## config.mk

```make
export PLATFORM = sky130hd
export DESIGN_NAME = rp_top
export DESIGN_NICKNAME = d
export VERILOG_FILES = /design/src/hw/rp_pkg.sv /design/src/hw/sys_regs.sv /design/src/hw/analog_io.sv /design/src/hw/pdm_mod.sv /design/src/hw/rp_top.sv
export SDC_FILE = /design/constraint.sdc
export NUM_CORES = 1
export LEC_CHECK = 0
export BUFFER_PORTS_ARGS = -buffer_cell sky130_fd_sc_hd__buf_2
export CORE_MARGIN = 2
export CORE_UTILIZATION = 35
export DETAILED_ROUTE_END_ITERATION = 10
export SETUP_SLACK_MARGIN = 0.05
export SLEW_MARGIN = 20
export SYNTH_ARGS = -nofsm -noshare
export SYNTH_HDL_FRONTEND = slang
export SYNTH_HIERARCHICAL = 1
export SYNTH_SLANG_ARGS = --single-unit
```

## constraint.sdc

```tcl
create_clock -name adc_clk -period 2.65 [get_ports adc_clk]
set_clock_uncertainty 0.15 [all_clocks]
set_input_delay 0.1325 -clock adc_clk [delete_from_list [all_inputs] [get_ports adc_clk]]
set_output_delay 0.1325 -clock adc_clk [all_outputs]
set_load 0.03 [all_outputs]
```

## src/hw/rp_pkg.sv

```systemverilog
package rp_pkg;

  //////////////////////////////////////////////////
  // widths
  //////////////////////////////////////////////////

  localparam int unsigned ADC_DW      = 14;  // ADC and DAC sample width
  localparam int unsigned ADC_LSB_RSV = 2;   // low bits kept for a 16 bit converter
  localparam int unsigned PDM_DW      = 8;   // PDM level width
  localparam int unsigned REG_AW      = 4;   // word address
  localparam int unsigned REG_DW      = 16;

  typedef logic signed [ADC_DW-1:0] smp_t;      // two's complement sample
  typedef logic        [PDM_DW-1:0] pdm_lvl_t;  // density level
  typedef logic        [REG_AW-1:0] reg_addr_t;
  typedef logic        [REG_DW-1:0] reg_data_t;

  //////////////////////////////////////////////////
  // register map
  //////////////////////////////////////////////////

  localparam reg_addr_t ADDR_LOOP = 4'd0;  // loopback enables
  localparam reg_addr_t ADDR_DAC0 = 4'd1;  // DAC levels follow
  localparam reg_addr_t ADDR_DAC1 = 4'd2;
  localparam reg_addr_t ADDR_PDM0 = 4'd3;  // PDM levels, up to four

  //////////////////////////////////////////////////
  // system bus, four phase req/ack
  //////////////////////////////////////////////////

  typedef struct packed {
    logic      req;    // held until ack
    logic      we;     // 1 write, 0 read
    reg_addr_t addr;
    reg_data_t wdata;
  } sys_req_t;

  typedef struct packed {
    logic      ack;
    logic      err;    // unmapped address
    reg_data_t rdata;  // valid with ack
  } sys_rsp_t;

endpackage

```

## src/hw/sys_regs.sv

```systemverilog
`timescale 1ns/1ps

module sys_regs import rp_pkg::*; #(
  parameter int unsigned ADC_CHN = 2,  // analog channels
  parameter int unsigned PDM_CHN = 4   // PDM channels, max 4
) (
  input  logic                    adc_clk,
  input  logic                    top_rst,
  // system bus
  input  sys_req_t                sys_req_i,
  output sys_rsp_t                sys_rsp_o,
  // configuration
  output logic     [ADC_CHN-1:0]  loop_en_o,  // per channel loopback
  output smp_t     [ADC_CHN-1:0]  dac_lvl_o,
  output pdm_lvl_t [PDM_CHN-1:0]  pdm_lvl_o
);

  // handshake state
  typedef enum logic {
    ST_IDLE,  // waiting for req
    ST_ACK    // ack high until req drops
  } hs_st_t;

  hs_st_t st;

  logic               ack;
  logic               err_q;
  reg_data_t          rdata_q;
  logic               acc_go;  // access happens at this edge
  logic               acc_hit;
  reg_data_t          acc_rdat;
  logic               sel_loop;
  logic [ADC_CHN-1:0] sel_dac;
  logic [PDM_CHN-1:0] sel_pdm;

  //////////////////////////////////////////////////
  // address decode and read mux
  //////////////////////////////////////////////////

  always_comb begin
    sel_loop = (sys_req_i.addr == ADDR_LOOP);
    for (int i = 0; i < ADC_CHN; i++) begin
      sel_dac[i] = (sys_req_i.addr == reg_addr_t'(ADDR_DAC0 + i));
    end
    for (int i = 0; i < PDM_CHN; i++) begin
      sel_pdm[i] = (sys_req_i.addr == reg_addr_t'(ADDR_PDM0 + i));
    end
  end

  assign acc_hit = sel_loop | (|sel_dac) | (|sel_pdm);

  always_comb begin
    acc_rdat = '0;  // unmapped reads as zero
    if (sel_loop) acc_rdat[ADC_CHN-1:0] = loop_en_o;
    for (int i = 0; i < ADC_CHN; i++) begin
      if (sel_dac[i]) acc_rdat[ADC_DW-1:0] = dac_lvl_o[i];  // 14 bits, no sign ext
    end
    for (int i = 0; i < PDM_CHN; i++) begin
      if (sel_pdm[i]) acc_rdat[PDM_DW-1:0] = pdm_lvl_o[i];
    end
  end

  //////////////////////////////////////////////////
  // handshake and register writes
  //////////////////////////////////////////////////

  assign acc_go = (st == ST_IDLE) && sys_req_i.req;

  always_ff @(posedge adc_clk, posedge top_rst) begin
    if (top_rst) begin
      st        <= ST_IDLE;
      err_q     <= 1'b0;
      loop_en_o <= '0;
      dac_lvl_o <= '0;
      pdm_lvl_o <= '0;
    end else begin
      case (st)
        ST_IDLE: if (sys_req_i.req) begin
          st    <= ST_ACK;
          err_q <= ~acc_hit;
          if (sys_req_i.we) begin  // only the addressed field moves
            if (sel_loop) loop_en_o <= sys_req_i.wdata[ADC_CHN-1:0];
            for (int i = 0; i < ADC_CHN; i++) begin
              if (sel_dac[i]) dac_lvl_o[i] <= smp_t'(sys_req_i.wdata[ADC_DW-1:0]);
            end
            for (int i = 0; i < PDM_CHN; i++) begin
              if (sel_pdm[i]) pdm_lvl_o[i] <= sys_req_i.wdata[PDM_DW-1:0];
            end
          end
        end
        ST_ACK: if (!sys_req_i.req) st <= ST_IDLE;  // phase 4
        default: st <= ST_IDLE;
      endcase
    end
  end

  // read data held until next access
  always_ff @(posedge adc_clk) begin
    if (acc_go) rdata_q <= acc_rdat;
  end

  assign ack       = (st == ST_ACK);
  assign sys_rsp_o = '{ack: ack, err: err_q, rdata: rdata_q};

  // master keeps addr/we steady until the access edge
  a_req_stable: assert property (@(posedge adc_clk) disable iff (top_rst)
    (sys_req_i.req && !ack) |=> (!sys_req_i.req ||
      ($stable(sys_req_i.addr) && $stable(sys_req_i.we))));

  a_ack_req: assert property (@(posedge adc_clk) disable iff (top_rst)
    $rose(ack) |-> $past(sys_req_i.req));

endmodule

```

## src/hw/analog_io.sv

```systemverilog
`timescale 1ns/1ps

module analog_io import rp_pkg::*; #(
  parameter int unsigned ADC_CHN = 2  // analog channels
) (
  input  logic                           adc_clk,
  input  logic                           top_rst,
  // ADC side
  input  smp_t [ADC_CHN-1:0]             adc_dat_i,  // parallel converter words
  input  logic [ADC_CHN-1:0]             loop_en_i,
  input  smp_t [ADC_CHN-1:0]             dac_lvl_i,  // signed levels from registers
  output smp_t [ADC_CHN-1:0]             adc_smp_o,
  // DAC side
  output logic [ADC_CHN-1:0][ADC_DW-1:0] dac_dat_o,  // offset binary
  output logic                           dac_reset_o
);

  localparam logic [ADC_DW-1:0] DAC_MID = {1'b1, {(ADC_DW-1){1'b0}}};

  smp_t [ADC_CHN-1:0] adc_cap;  // first pipeline stage

  //////////////////////////////////////////////////
  // ADC capture
  //////////////////////////////////////////////////

  // reserved low bits cleared on the way in
  always_ff @(posedge adc_clk) begin
    for (int i = 0; i < ADC_CHN; i++) begin
      adc_cap[i] <= {adc_dat_i[i][ADC_DW-1:ADC_LSB_RSV], {ADC_LSB_RSV{1'b0}}};
    end
  end

  // loopback mux sits in front of the output register
  always_ff @(posedge adc_clk, posedge top_rst) begin
    if (top_rst) begin
      adc_smp_o <= '0;
    end else begin
      for (int i = 0; i < ADC_CHN; i++) begin
        adc_smp_o[i] <= loop_en_i[i] ? dac_lvl_i[i] : adc_cap[i];
      end
    end
  end

  //////////////////////////////////////////////////
  // DAC output
  //////////////////////////////////////////////////

  always_ff @(posedge adc_clk, posedge top_rst) begin
    if (top_rst) begin
      dac_dat_o <= {ADC_CHN{DAC_MID}};  // zero level
    end else begin
      for (int i = 0; i < ADC_CHN; i++) begin
        // signed to offset binary
        dac_dat_o[i] <= {~dac_lvl_i[i][ADC_DW-1], dac_lvl_i[i][ADC_DW-2:0]};
      end
    end
  end

  // converter held in reset one cycle past top_rst
  always_ff @(posedge adc_clk, posedge top_rst) begin
    if (top_rst) dac_reset_o <= 1'b1;
    else         dac_reset_o <= 1'b0;
  end

  // samples are clean once the converter is released
  a_smp_known: assert property (@(posedge adc_clk)
    !dac_reset_o |-> !$isunknown(adc_smp_o));

endmodule

```

## src/hw/pdm_mod.sv

```systemverilog
`timescale 1ns/1ps

module pdm_mod import rp_pkg::*; #(
  parameter int unsigned PDM_CHN = 4  // output channels
) (
  input  logic                     adc_clk,
  input  logic                     top_rst,
  input  pdm_lvl_t [PDM_CHN-1:0]   pdm_lvl_i,  // density, level/256
  output logic     [PDM_CHN-1:0]   pdm_o
);

  //////////////////////////////////////////////////
  // first order modulator
  //////////////////////////////////////////////////

  pdm_lvl_t [PDM_CHN-1:0] acc;              // phase accumulators
  logic     [PDM_CHN-1:0][PDM_DW:0] acc_sum;  // sum with carry on top

  always_comb begin
    for (int i = 0; i < PDM_CHN; i++) begin
      acc_sum[i] = {1'b0, acc[i]} + {1'b0, pdm_lvl_i[i]};
    end
  end

  // carry out is the pulse
  // over 256 steady cycles the carries add up to the level exactly
  always_ff @(posedge adc_clk, posedge top_rst) begin
    if (top_rst) begin
      acc   <= '0;
      pdm_o <= '0;
    end else begin
      for (int i = 0; i < PDM_CHN; i++) begin
        acc[i]   <= acc_sum[i][PDM_DW-1:0];  // wraps mod 256
        pdm_o[i] <= acc_sum[i][PDM_DW];
      end
    end
  end

endmodule

```

## src/hw/rp_top.sv

```systemverilog
`timescale 1ns/1ps

module rp_top import rp_pkg::*; #(
  parameter int unsigned ADC_CHN = 2,  // analog channels
  parameter int unsigned PDM_CHN = 4   // PDM outputs, fits map up to 4
) (
  input  logic                           adc_clk,
  input  logic                           top_rst,
  // system bus
  input  sys_req_t                       sys_req_i,
  output sys_rsp_t                       sys_rsp_o,
  // ADC
  input  smp_t [ADC_CHN-1:0]             adc_dat_i,
  output smp_t [ADC_CHN-1:0]             adc_smp_o,
  // DAC
  output logic [ADC_CHN-1:0][ADC_DW-1:0] dac_dat_o,
  output logic                           dac_reset_o,
  // PDM analog outputs
  output logic [PDM_CHN-1:0]             dac_pwm_o
);

  //////////////////////////////////////////////////
  // configuration registers
  //////////////////////////////////////////////////

  logic     [ADC_CHN-1:0] loop_en;  // digital loopback per channel
  smp_t     [ADC_CHN-1:0] dac_lvl;
  pdm_lvl_t [PDM_CHN-1:0] pdm_lvl;

  sys_regs #(
    .ADC_CHN (ADC_CHN),
    .PDM_CHN (PDM_CHN)
  ) u_regs (
    .adc_clk   (adc_clk),
    .top_rst   (top_rst),
    .sys_req_i (sys_req_i),
    .sys_rsp_o (sys_rsp_o),
    .loop_en_o (loop_en),
    .dac_lvl_o (dac_lvl),
    .pdm_lvl_o (pdm_lvl)
  );

  //////////////////////////////////////////////////
  // ADC and DAC path
  //////////////////////////////////////////////////

  analog_io #(
    .ADC_CHN (ADC_CHN)
  ) u_aio (
    .adc_clk     (adc_clk),
    .top_rst     (top_rst),
    .adc_dat_i   (adc_dat_i),
    .loop_en_i   (loop_en),
    .dac_lvl_i   (dac_lvl),
    .adc_smp_o   (adc_smp_o),
    .dac_dat_o   (dac_dat_o),
    .dac_reset_o (dac_reset_o)
  );

  // slow analog outputs
  pdm_mod #(
    .PDM_CHN (PDM_CHN)
  ) u_pdm (
    .adc_clk   (adc_clk),
    .top_rst   (top_rst),
    .pdm_lvl_i (pdm_lvl),
    .pdm_o     (dac_pwm_o)
  );

endmodule

```

Word-level counts from Yosys, hierarchy flattened:

Index checks and enable logic that the tools add are counted.
Widths: inputs -> output; s select.

* register bits after elaboration: 195

* equal/unequal tests: 6
* multiplexer cells: 10
* $add $sub $neg: 4
* reduce and logical (&&, ||, !) cells: 12
* bitwise gates (word level): 6

Operators with widths (number)
* $mux 14: 4
* $add 8x8->9: 4
* $mux 8: 4
* $reduce_and 4->1: 7
* $eq 4x3->1 const B: 3
* $eq 4x2->1 const B: 2
* $eq 4x1->1 const B: 1
* $logic_not 4->1: 1
* $not 1->1: 4
* $reduce_or 4->1: 1
* $mux 2: 1
* $or 1x1->1: 2
* $reduce_and 2->1: 1
* $reduce_or 2->1: 1
* $logic_and 1x1->1: 1
* $mux 1: 1

Longest topological paths before layout:

Gate-level depths: netlist of run 1.

* word-level depth: 8
* mapped depth: 8
* depth with buffers taken out: 8

Cells and area by module:

The synthesis of run 1 kept the hierarchy.

Modules (own cells, without submodules)
* sys_regs: area each 3608.5 µm², seq. area each 2021.9 µm², instances 1, cells an instance 238
* analog_io: area each 2308.5 µm², seq. area each 1910.6 µm², instances 1, cells an instance 115
* pdm_mod: area each 2094.5 µm², seq. area each 900.9 µm², instances 1, cells an instance 186

Least setup slack after synthesis of run 1:

No wires, ideal clock.

* kind: reg2reg
* start point: reg u_regs/pdm_lvl_o[8] (netlist bit)
* end point: reg u_pdm.pdm_o[1]
* stages on the path, launching flop included: 8
* path slack: 0.744 ns
* period minus slack after synthesis: 1.906 ns
* setup time: 0.130 ns
* data arrival time: 1.627 ns
* data required time: 2.370 ns
* cell sequence: dfrtp_1 > ha_1 > fa_1 > a21o_1 > a21oi_2 > o21ai_1 > nor4_1 > a21oi_1

RTL lines
* start: declaration: line sys_regs.sv:15 `output pdm_lvl_t [PDM_CHN-1:0] pdm_lvl_o`
* start signal: indexed assignment: line sys_regs.sv:87 `if (sel_pdm[i]) pdm_lvl_o[i] <= sys_req_i.wdata[PDM_DW-1:0];`
* end signal: indexed assignment: line pdm_mod.sv:34 `pdm_o[i] <= acc_sum[i][PDM_DW];`
* end: declaration: line pdm_mod.sv:9 `output logic [PDM_CHN-1:0] pdm_o`

Final worst setup path of run 1:

* start point: reg u_regs.st (netlist: u_regs/ack)
* end point: reg u_regs/pdm_lvl_o[8] (netlist bit)

* longest elaborated chain between the ends: 2

RTL lines
* start: declaration: line sys_regs.sv:24 `hs_st_t st;`
* start signal: assignment: line sys_regs.sv:71 `st <= ST_IDLE;`
* start signal: assignment: line sys_regs.sv:79 `st <= ST_ACK;`
* start signal: assignment: line sys_regs.sv:91 `ST_ACK: if (!sys_req_i.req) st <= ST_IDLE;`
* $not 1->1 (no source line)
* $reduce_and 4->1 (no source line)

Every way passes these cells.
A chain may end at the register's enable or synchronous reset.

==> results of run 1 <==
==> power breakdown <==
part           switching (uW)  internal, uW  total, uW
registers                 314          3550       3860
logic                    1170           986       2150
clock network            1270          1270       2550
total                    2750          5810       8560
==> area by class of cell <==
class | count | area share
antenna | 1 | 0.0002520
clock buffer | 17 | 0.04285
sequential | 195 | 0.4868
clock inverter | 15 | 0.01638
inverter | 17 | 0.006427
tap | 285 | 0.03592
timing repair buffer | 174 | 0.1109
multi-input combinational | 311 | 0.3004
==> path summary, 6_finish.rpt <==
path / slack, ns / to / cells after the start / from
setup / recovery: 0.58 / u_regs/pdm_lvl_o[8] / 3 / u_regs/ack
hold / removal: 0.06 / u_regs/err_q / 3 / sys_req_i[19]
setup reg to reg: 0.58 / u_regs/pdm_lvl_o[8] / 3 / u_regs/ack
hold reg to reg: 0.29 / u_aio/dac_dat_o[14] / 0 / u_regs/dac_lvl_o[14]
max in group asynchronous: 1.48 / u_aio/dac_dat_o[27] / 4 / top_rst
min in group asynchronous: 0.09 / u_aio/dac_dat_o[5] / 3 / top_rst
==> cell usage after synthesis (3+ instances only) <==
master and count:
a21o_1 5, a21oi_1 15, a21oi_2 5, a22o_1 6, and2_2 4, and2b_1 3, and3b_1 4, buf_2 5
buf_4 7, buf_6 3, dfrtp_1 154, dfstp_2 3, dfxtp_1 24, edfxtp_1 14, fa_1 4, ha_1 32
inv_1 16, mux2_2 54, mux2_4 34, mux2i_1 14, nand2_1 11, nand3b_1 4, nor2_1 21, nor2b_1 7
nor3_1 4, nor4_1 3, o21a_1 4, o21ai_0 10, o21ai_1 6, o22a_1 4, xnor2_1 18, xor2_1 6
==> sequential cells by signal (all words and copies together) (netlist names) <==
register	cells
u_pdm/acc	32
u_regs/pdm_lvl_o	32
u_aio/adc_smp_o	28
u_aio/dac_dat_o	28
u_regs/dac_lvl_o	28
u_aio/adc_cap	24
u_regs/rdata_q	14
u_pdm/pdm_o	4
u_regs/loop_en_o	2
u_aio/dac_reset_o	1
u_regs/ack	1
u_regs/err_q	1
==> cells by family (layout without fill, tap and decap cells) <==
logic type,after synthesis,after routing
other,2,4
AOI/OAI and AO/OA,68,68
DFF,195,195
xor gates and xnor gates,24,24
and+or+nand+nor,77,77
muxes,103,103
buffers and inverters,34,223
adders and majority gates,36,36
==> worst register-to-register path, stage by stage (launching register included) <==
cell	delay, ns
dfrtp_1	0.39
nand3b_4	0.25
or4_1	0.78
mux2_4	0.39
==> through the flow <==
stage	power [uW]	hold slack [ns]
after detailed placement	6050	-0.006342
after floorplan	5472	0.01022
after global placement	5924	-0.02126
final	8564	0.06020
after CTS	8675	0.05065
after global routing	9046	0.07273
==> routing by layer <==
layer	GRT usage	wire (um)	vias to the layer above	part of all wire
met3	0.03955	941	12	0.053
met4	0.03757	142	0	0.0080
met5	0	0	-	0
li1	-	-	2262	-
met1	0.2111	8416	2387	0.47
met2	0.2493	8357	120	0.47
==> metrics.yaml, run 1 <==
max-slew-margin-rel: 0.4484
synth.top_cell.area_share: 0.4810
slowest_delay_ns: 0.78
layout_setup_ws_ns: 0.5754
rows: 55
ant_nets: 0
cpMaxStageDelayCell: "or4_1"
synth-seq-cells: 195
grt_max_degree: 37
synth_area_per_cell_sq_um: 14.86
cts_resized: 0
clkLatencyLatePin_ns: 0.43
ys.flop_type: "dfrtp_1"
syn_area_sq_mm: 0.008011
cp.required_ns: 2.82
nets: 804
cts_hold_buf: 40
tns_ns: 0
routed_wl_um: 17860
p_leak_uw: 0.004765
synth_simple_gate_area_frac: 0.06622
synth-edff-count: 14
synth_warnings: 6
drive_gt1_frac: 0.3868
hpwlAfterDp_um: 12870
ff_latch_area_sq_mm: 0.004833
initial_core_util: 0.3549
ys_types: 60
nFillCells: 2045
final_hold_viol_count: 0
grt_setup_unrepaired: "no"
drv_cap: 0
hp-class: "in -> reg"
cts_max_level: 4
critical_path_buf_inv_count: 0
finalSetupViolations: 0
start_kind: "flip-flop"
fp.dieW_um: 155.3
wl_per_cell_um: 17.59
io_buffers: 122
dieArea_sq_mm: 0.02412
layout.cells.non_filler: 1015
clockRootBuffer: "clkbuf_16"
drt-pass1-iter-count: 4
synth_top_family_by_area: "multiplexers"
yosys.area_share.adder: 0.05997
drt_iter0_markers: 231
end_kind: "flip-flop"
multi_input_area_sq_mm: 0.002983
ios: 131
powerDensity_mw_per_mm2: 862.5
synth_compound_area_frac: 0.05857
cts_tree: "built"
placed_area_sq_mm: 0.008937
area_delta_synth_final_pct: 23.93
path_clk_slew_ns: 0.07
vias: 4781
grt_pass1_vias: 5148
synth_xor_area_frac: 0.02624
yosysTopAreaCell: "dfrtp_1"
viasPerCell: 4.710
grt_first_pass_wirelength_um: 28480
synth.mux.area_fraction: 0.1599
yosysSeqAreaShare: 0.6033
dp_slack_ns: 0.5738
path_cells: "nand3b_4, or4_1, mux2_4"
antenna_found_initial: 2
outcome: "finished clean"
fin_crit_sh: 0.7829
grt_use_total: 0.1548
critPathTopFamily: "simple AND/OR/NAND/NOR gates"
worst_slew_pin_slew_ns: 0.8274
dp_cells: 942
ir_worst_vdd_mv: 0.3686
gp_congestion: 0.8224
final_common_cell: "dfrtp_1"
critPathKind: "reg -> reg"
fin_util: 0.4399
core_sq_mm: 0.02257
finalInstanceArea_sq_mm: 0.009928
ys_async_sr_fraction: 0.8051
finalMaxSlewViolations: 0
numCtsBuffers: 17
grt.overflow.total: 0
drc: 0
synth_area_leaders: "dfrtp_1, mux2_2, mux2_4"
crit_fanout: 8
clk_path_buf_depth: 2
fp.dieH_um: 155.3
crit_arrival_ns: 2.24
clock-sinks: 195
synthCells: 539
final_cell_mix: "dfrtp_1, buf_2, mux2_2"
fin_crit_ns: 2.075
cts_setup_buffers: 0
max_freq_mhz: 482.0
Power figures use the tool's default switching activity.
==> run 2, diff against run 1 <==
--- a/config.mk
+++ b/config.mk
@@ -5,6 +5,7 @@
 export SDC_FILE = /design/constraint.sdc
 export NUM_CORES = 1
 export LEC_CHECK = 0
+export ABC_AREA = 1
 export BUFFER_PORTS_ARGS = -buffer_cell sky130_fd_sc_hd__buf_2
 export CORE_MARGIN = 2
 export CORE_UTILIZATION = 35
==> constraint.sdc (replaced) <==
create_clock -name adc_clk -period 2 [get_ports adc_clk]
set_clock_uncertainty 0.15 [all_clocks]
set_input_delay 0.1 -clock adc_clk [delete_from_list [all_inputs] [get_ports adc_clk]]
set_output_delay 0.1 -clock adc_clk [all_outputs]
set_load 0.03 [all_outputs]
==> run 2 against run 1 <==
Critical path depth grew 3. Synthesized cell count is 50% higher. Core utilization hardly changed. Global-route usage rose by 0.53 points. Die area is 1.0% higher. Final cell count up 26%. Clock-buffer cell count grew 2. Sequential power is 32% higher. Largest power group unchanged.
==> metrics.yaml, run 2 <==
outcome: "finished clean"
dieArea_sq_mm: 0.02437  # +1.0%
fin_crit_ns: 1.887
crit_path_frequent_cell: "dlygate4sd3_1"
path_depth: 6  # +3
yosysMostFrequentCell: "nand2_1"
endpoint: "u_regs/err_q"
grt_max_degree: 65  # +76%
max_freq_mhz: 530.1
critPathKind: "in -> reg"
critPathTopFamily: "buffers and inverters"
finalMaxSlewViolations: 0  # unchanged
grt_setup_unrepaired: "no"
finalInstanceArea_sq_mm: 0.009960  # +0.32%
ys_top_cells_by_count: "nand2_1, dfrtp_1, inv_1"
drive_gt1_frac: 0.2121  # -0.1747
drv_cap: 0  # unchanged
clockRootBuffer: "clkbuf_16"
path_cells: "dlygate4sd3_1, buf_2, nand2_1, dlygate4sd3_1, a31oi_1, dlygate4sd3_1"
rr_endpoint: "u_regs/err_q"
worst_slew_pin_slew_ns: 0.5414  # -0.2860 ns
synthCells: 809  # +50%
powerDensity_mw_per_mm2: 1138  # +32%
fp.dieW_um: 156.1  # +0.52%
rows: 55  # unchanged
slowest_delay_ns: 0.56  # -0.22 ns
layout.cells.non_filler: 1276  # +26%
synth_area_leaders: "dfrtp_1, nand2_1, dfxtp_1"
numCtsBuffers: 17  # unchanged
grt_use_total: 0.1602  # +0.005338
finalSetupViolations: 0  # unchanged
ir_worst_vdd_mv: 0.5698  # +55%
placed_area_sq_mm: 0.008967  # +0.34%
ys_types: 37  # -38%
clkLatencyLatePin_ns: 0.43  # about the same
max-slew-margin-rel: 0.6382  # +0.1898
cts_max_level: 4  # unchanged
rr_worst_depth: 5  # +2
critical_path_buf_inv_count: 4  # +4
core_sq_mm: 0.02264  # +0.31%
clock-sinks: 195  # unchanged
final_common_cell: "nand2_1"
clk_path_buf_depth: 2  # unchanged
dp_cells: 1201  # +27%
cpMaxStageDelayCell: "dlygate4sd3_1"
antenna_found_initial: 2  # unchanged
end_kind: "flip-flop"
wl_per_cell_um: 14.67  # -17%
ios: 131  # unchanged
ys.flop_type: "dfrtp_1"
synth-edff-count: 14  # unchanged
grtUsageMet3: 0.04056  # +0.001001
crit_start: "sys_req_i[18]"
cts_tree: "built"
synth-seq-cells: 195  # unchanged
final_hold_viol_count: 0  # unchanged
yosysSeqAreaShare: 0.5970  # -0.006340
grt_first_pass_wirelength_um: 29980  # +5.3%
ys_async_sr_fraction: 0.8051  # unchanged
crit_fanout: 3  # -5
drc: 0  # unchanged
ant_nets: 0  # unchanged
tns_ns: 0  # unchanged
p_leak_uw: 0.005259  # +10%
fin_crit_sh: 0.9433
r2r_start: "u_regs/ack"
power_uw: 11330  # +32%
top_regs: "u_pdm/acc: 32 flops, u_regs/pdm_lvl_o: 32 flops"
synth_area_per_cell_sq_um: 10.01  # -33%
nets: 1066  # +33%
syn_area_sq_mm: 0.008097  # +1.1%
drt-pass1-iter-count: 5  # +1
io_buffers: 122  # unchanged
drt_iter0_markers: 355  # +54%
synth_warnings: 6  # unchanged
routed_wl_um: 18720  # +4.8%
hpwlAfterDp_um: 13270  # +3.1%
grt.overflow.total: 0  # unchanged
grt_busiest_layer: "met2"
ff2ff_setup_slack_ns: 0.21  # -0.37 ns
vias: 5770  # +21%
path_clk_slew_ns: 0.08  # about the same
yosysTopAreaCell: "dfrtp_1"
initial_core_util: 0.3576  # +0.002679
synth.top_cell.area_share: 0.4760  # -0.005055
viasPerCell: 4.522  # -4.0%
grt_pass1_vias: 5731  # +11%
start_kind: "input pin"
cp.required_ns: 2.21  # -0.61 ns
crit_arrival_ns: 2.10  # -0.14 ns
met2_usage: 0.2689  # +0.01955
fp.dieH_um: 156.1  # +0.52%
hp-class: "in -> reg"
grtUsageMet1: 0.2079  # -0.003215
cts_setup_buffers: 0  # unchanged
gp_congestion: 0.7980  # -3.0%
area_delta_synth_final_pct: 23.01
final_cell_mix: "nand2_1, dfrtp_1, buf_2"
[run 2: area by class of cell]
class / count / area [sq um]
tap: 285 / 356.6
clock inverter: 12 / 116.4
clock buffer: 19 / 442.9
fill: 2135 / 12680
antenna: 1 / 2.502
sequential: 195 / 4833
timing repair buffer: 172 / 1119
inverter: 80 / 302.8
multi-input combinational: 512 / 2786
[run 2: logic make-up (layout without fill, tap and decap cells)]
kind of cell / after synthesis / count (layout) / share of synthesized area
AO/OA/AOI/OAI: 82 / 82 / 0.05919
XOR/XNOR: 12 / 12 / 0.01298
adder cells (fa/ha/maj): 36 / 36 / 0.05934
buffers and inverters: 103 / 283 / 0.05934
flip-flops: 195 / 195 / 0.5970
other: 2 / 4 / 0.0009276
AND/OR/NAND/NOR: 379 / 379 / 0.2113
[run 2: worst min-delay path by stage]
stage                     cells after the start  slack (ns)           from                    to
final                                         3        0.04   sys_req_i[0]  u_regs/pdm_lvl_o[24]
after floorplan                               0       -0.02  adc_dat_i[10]     u_aio/adc_cap[10]
after global placement                        3        0.05        top_rst   u_aio/dac_dat_o[20]
after CTS                                     3        0.01   sys_req_i[0]  u_regs/pdm_lvl_o[24]
after global routing                          3        0.06   sys_req_i[0]  u_regs/pdm_lvl_o[24]
after detailed placement                      3        0.05        top_rst   u_aio/dac_dat_o[20]
[run 2: what timing repair did]
| item | in CTS | in global routing |
|---|---|---|
| hold buffers | 43 | 0 |
| endpoints found under the hold margin | 220 | 0 |
| resized for setup | 0 | 0 |
[run 2: metrics by stage]
stage          utilization  hold slack, ns  setup slack, ns
5_1_grt             0.4398         0.05849           0.1097
6_report            0.4399         0.04188           0.1135
4_1_cts             0.4398         0.01167           0.1328
2_1_floorplan            -        -0.02228           0.1519
3_5_place_dp        0.3961         0.05365           0.2330
3_3_place_gp        0.3961         0.05285           0.2737
[run 2: routing by layer]
metal / share of wire / vias up / wire (um)
li1: - / 2912 / -
met1: 0.46 / 2720 / 8612
met2: 0.48 / 119 / 8960
met3: 0.048 / 17 / 892
met4: 0.013 / 2 / 242
met5: 0.00069 / - / 13
[run 2: tightest hold or removal path: stages]
cell     delay [ns]
buf_2          0.07
inv_1          0.21
o21ai_2        0.20
[run 2: power breakdown]
group          internal [uW]  switching [uW]  total [uW]
Sequential              4710             395        5100
Combinational           1120            1880        3000
Clock                   1680            1550        3230
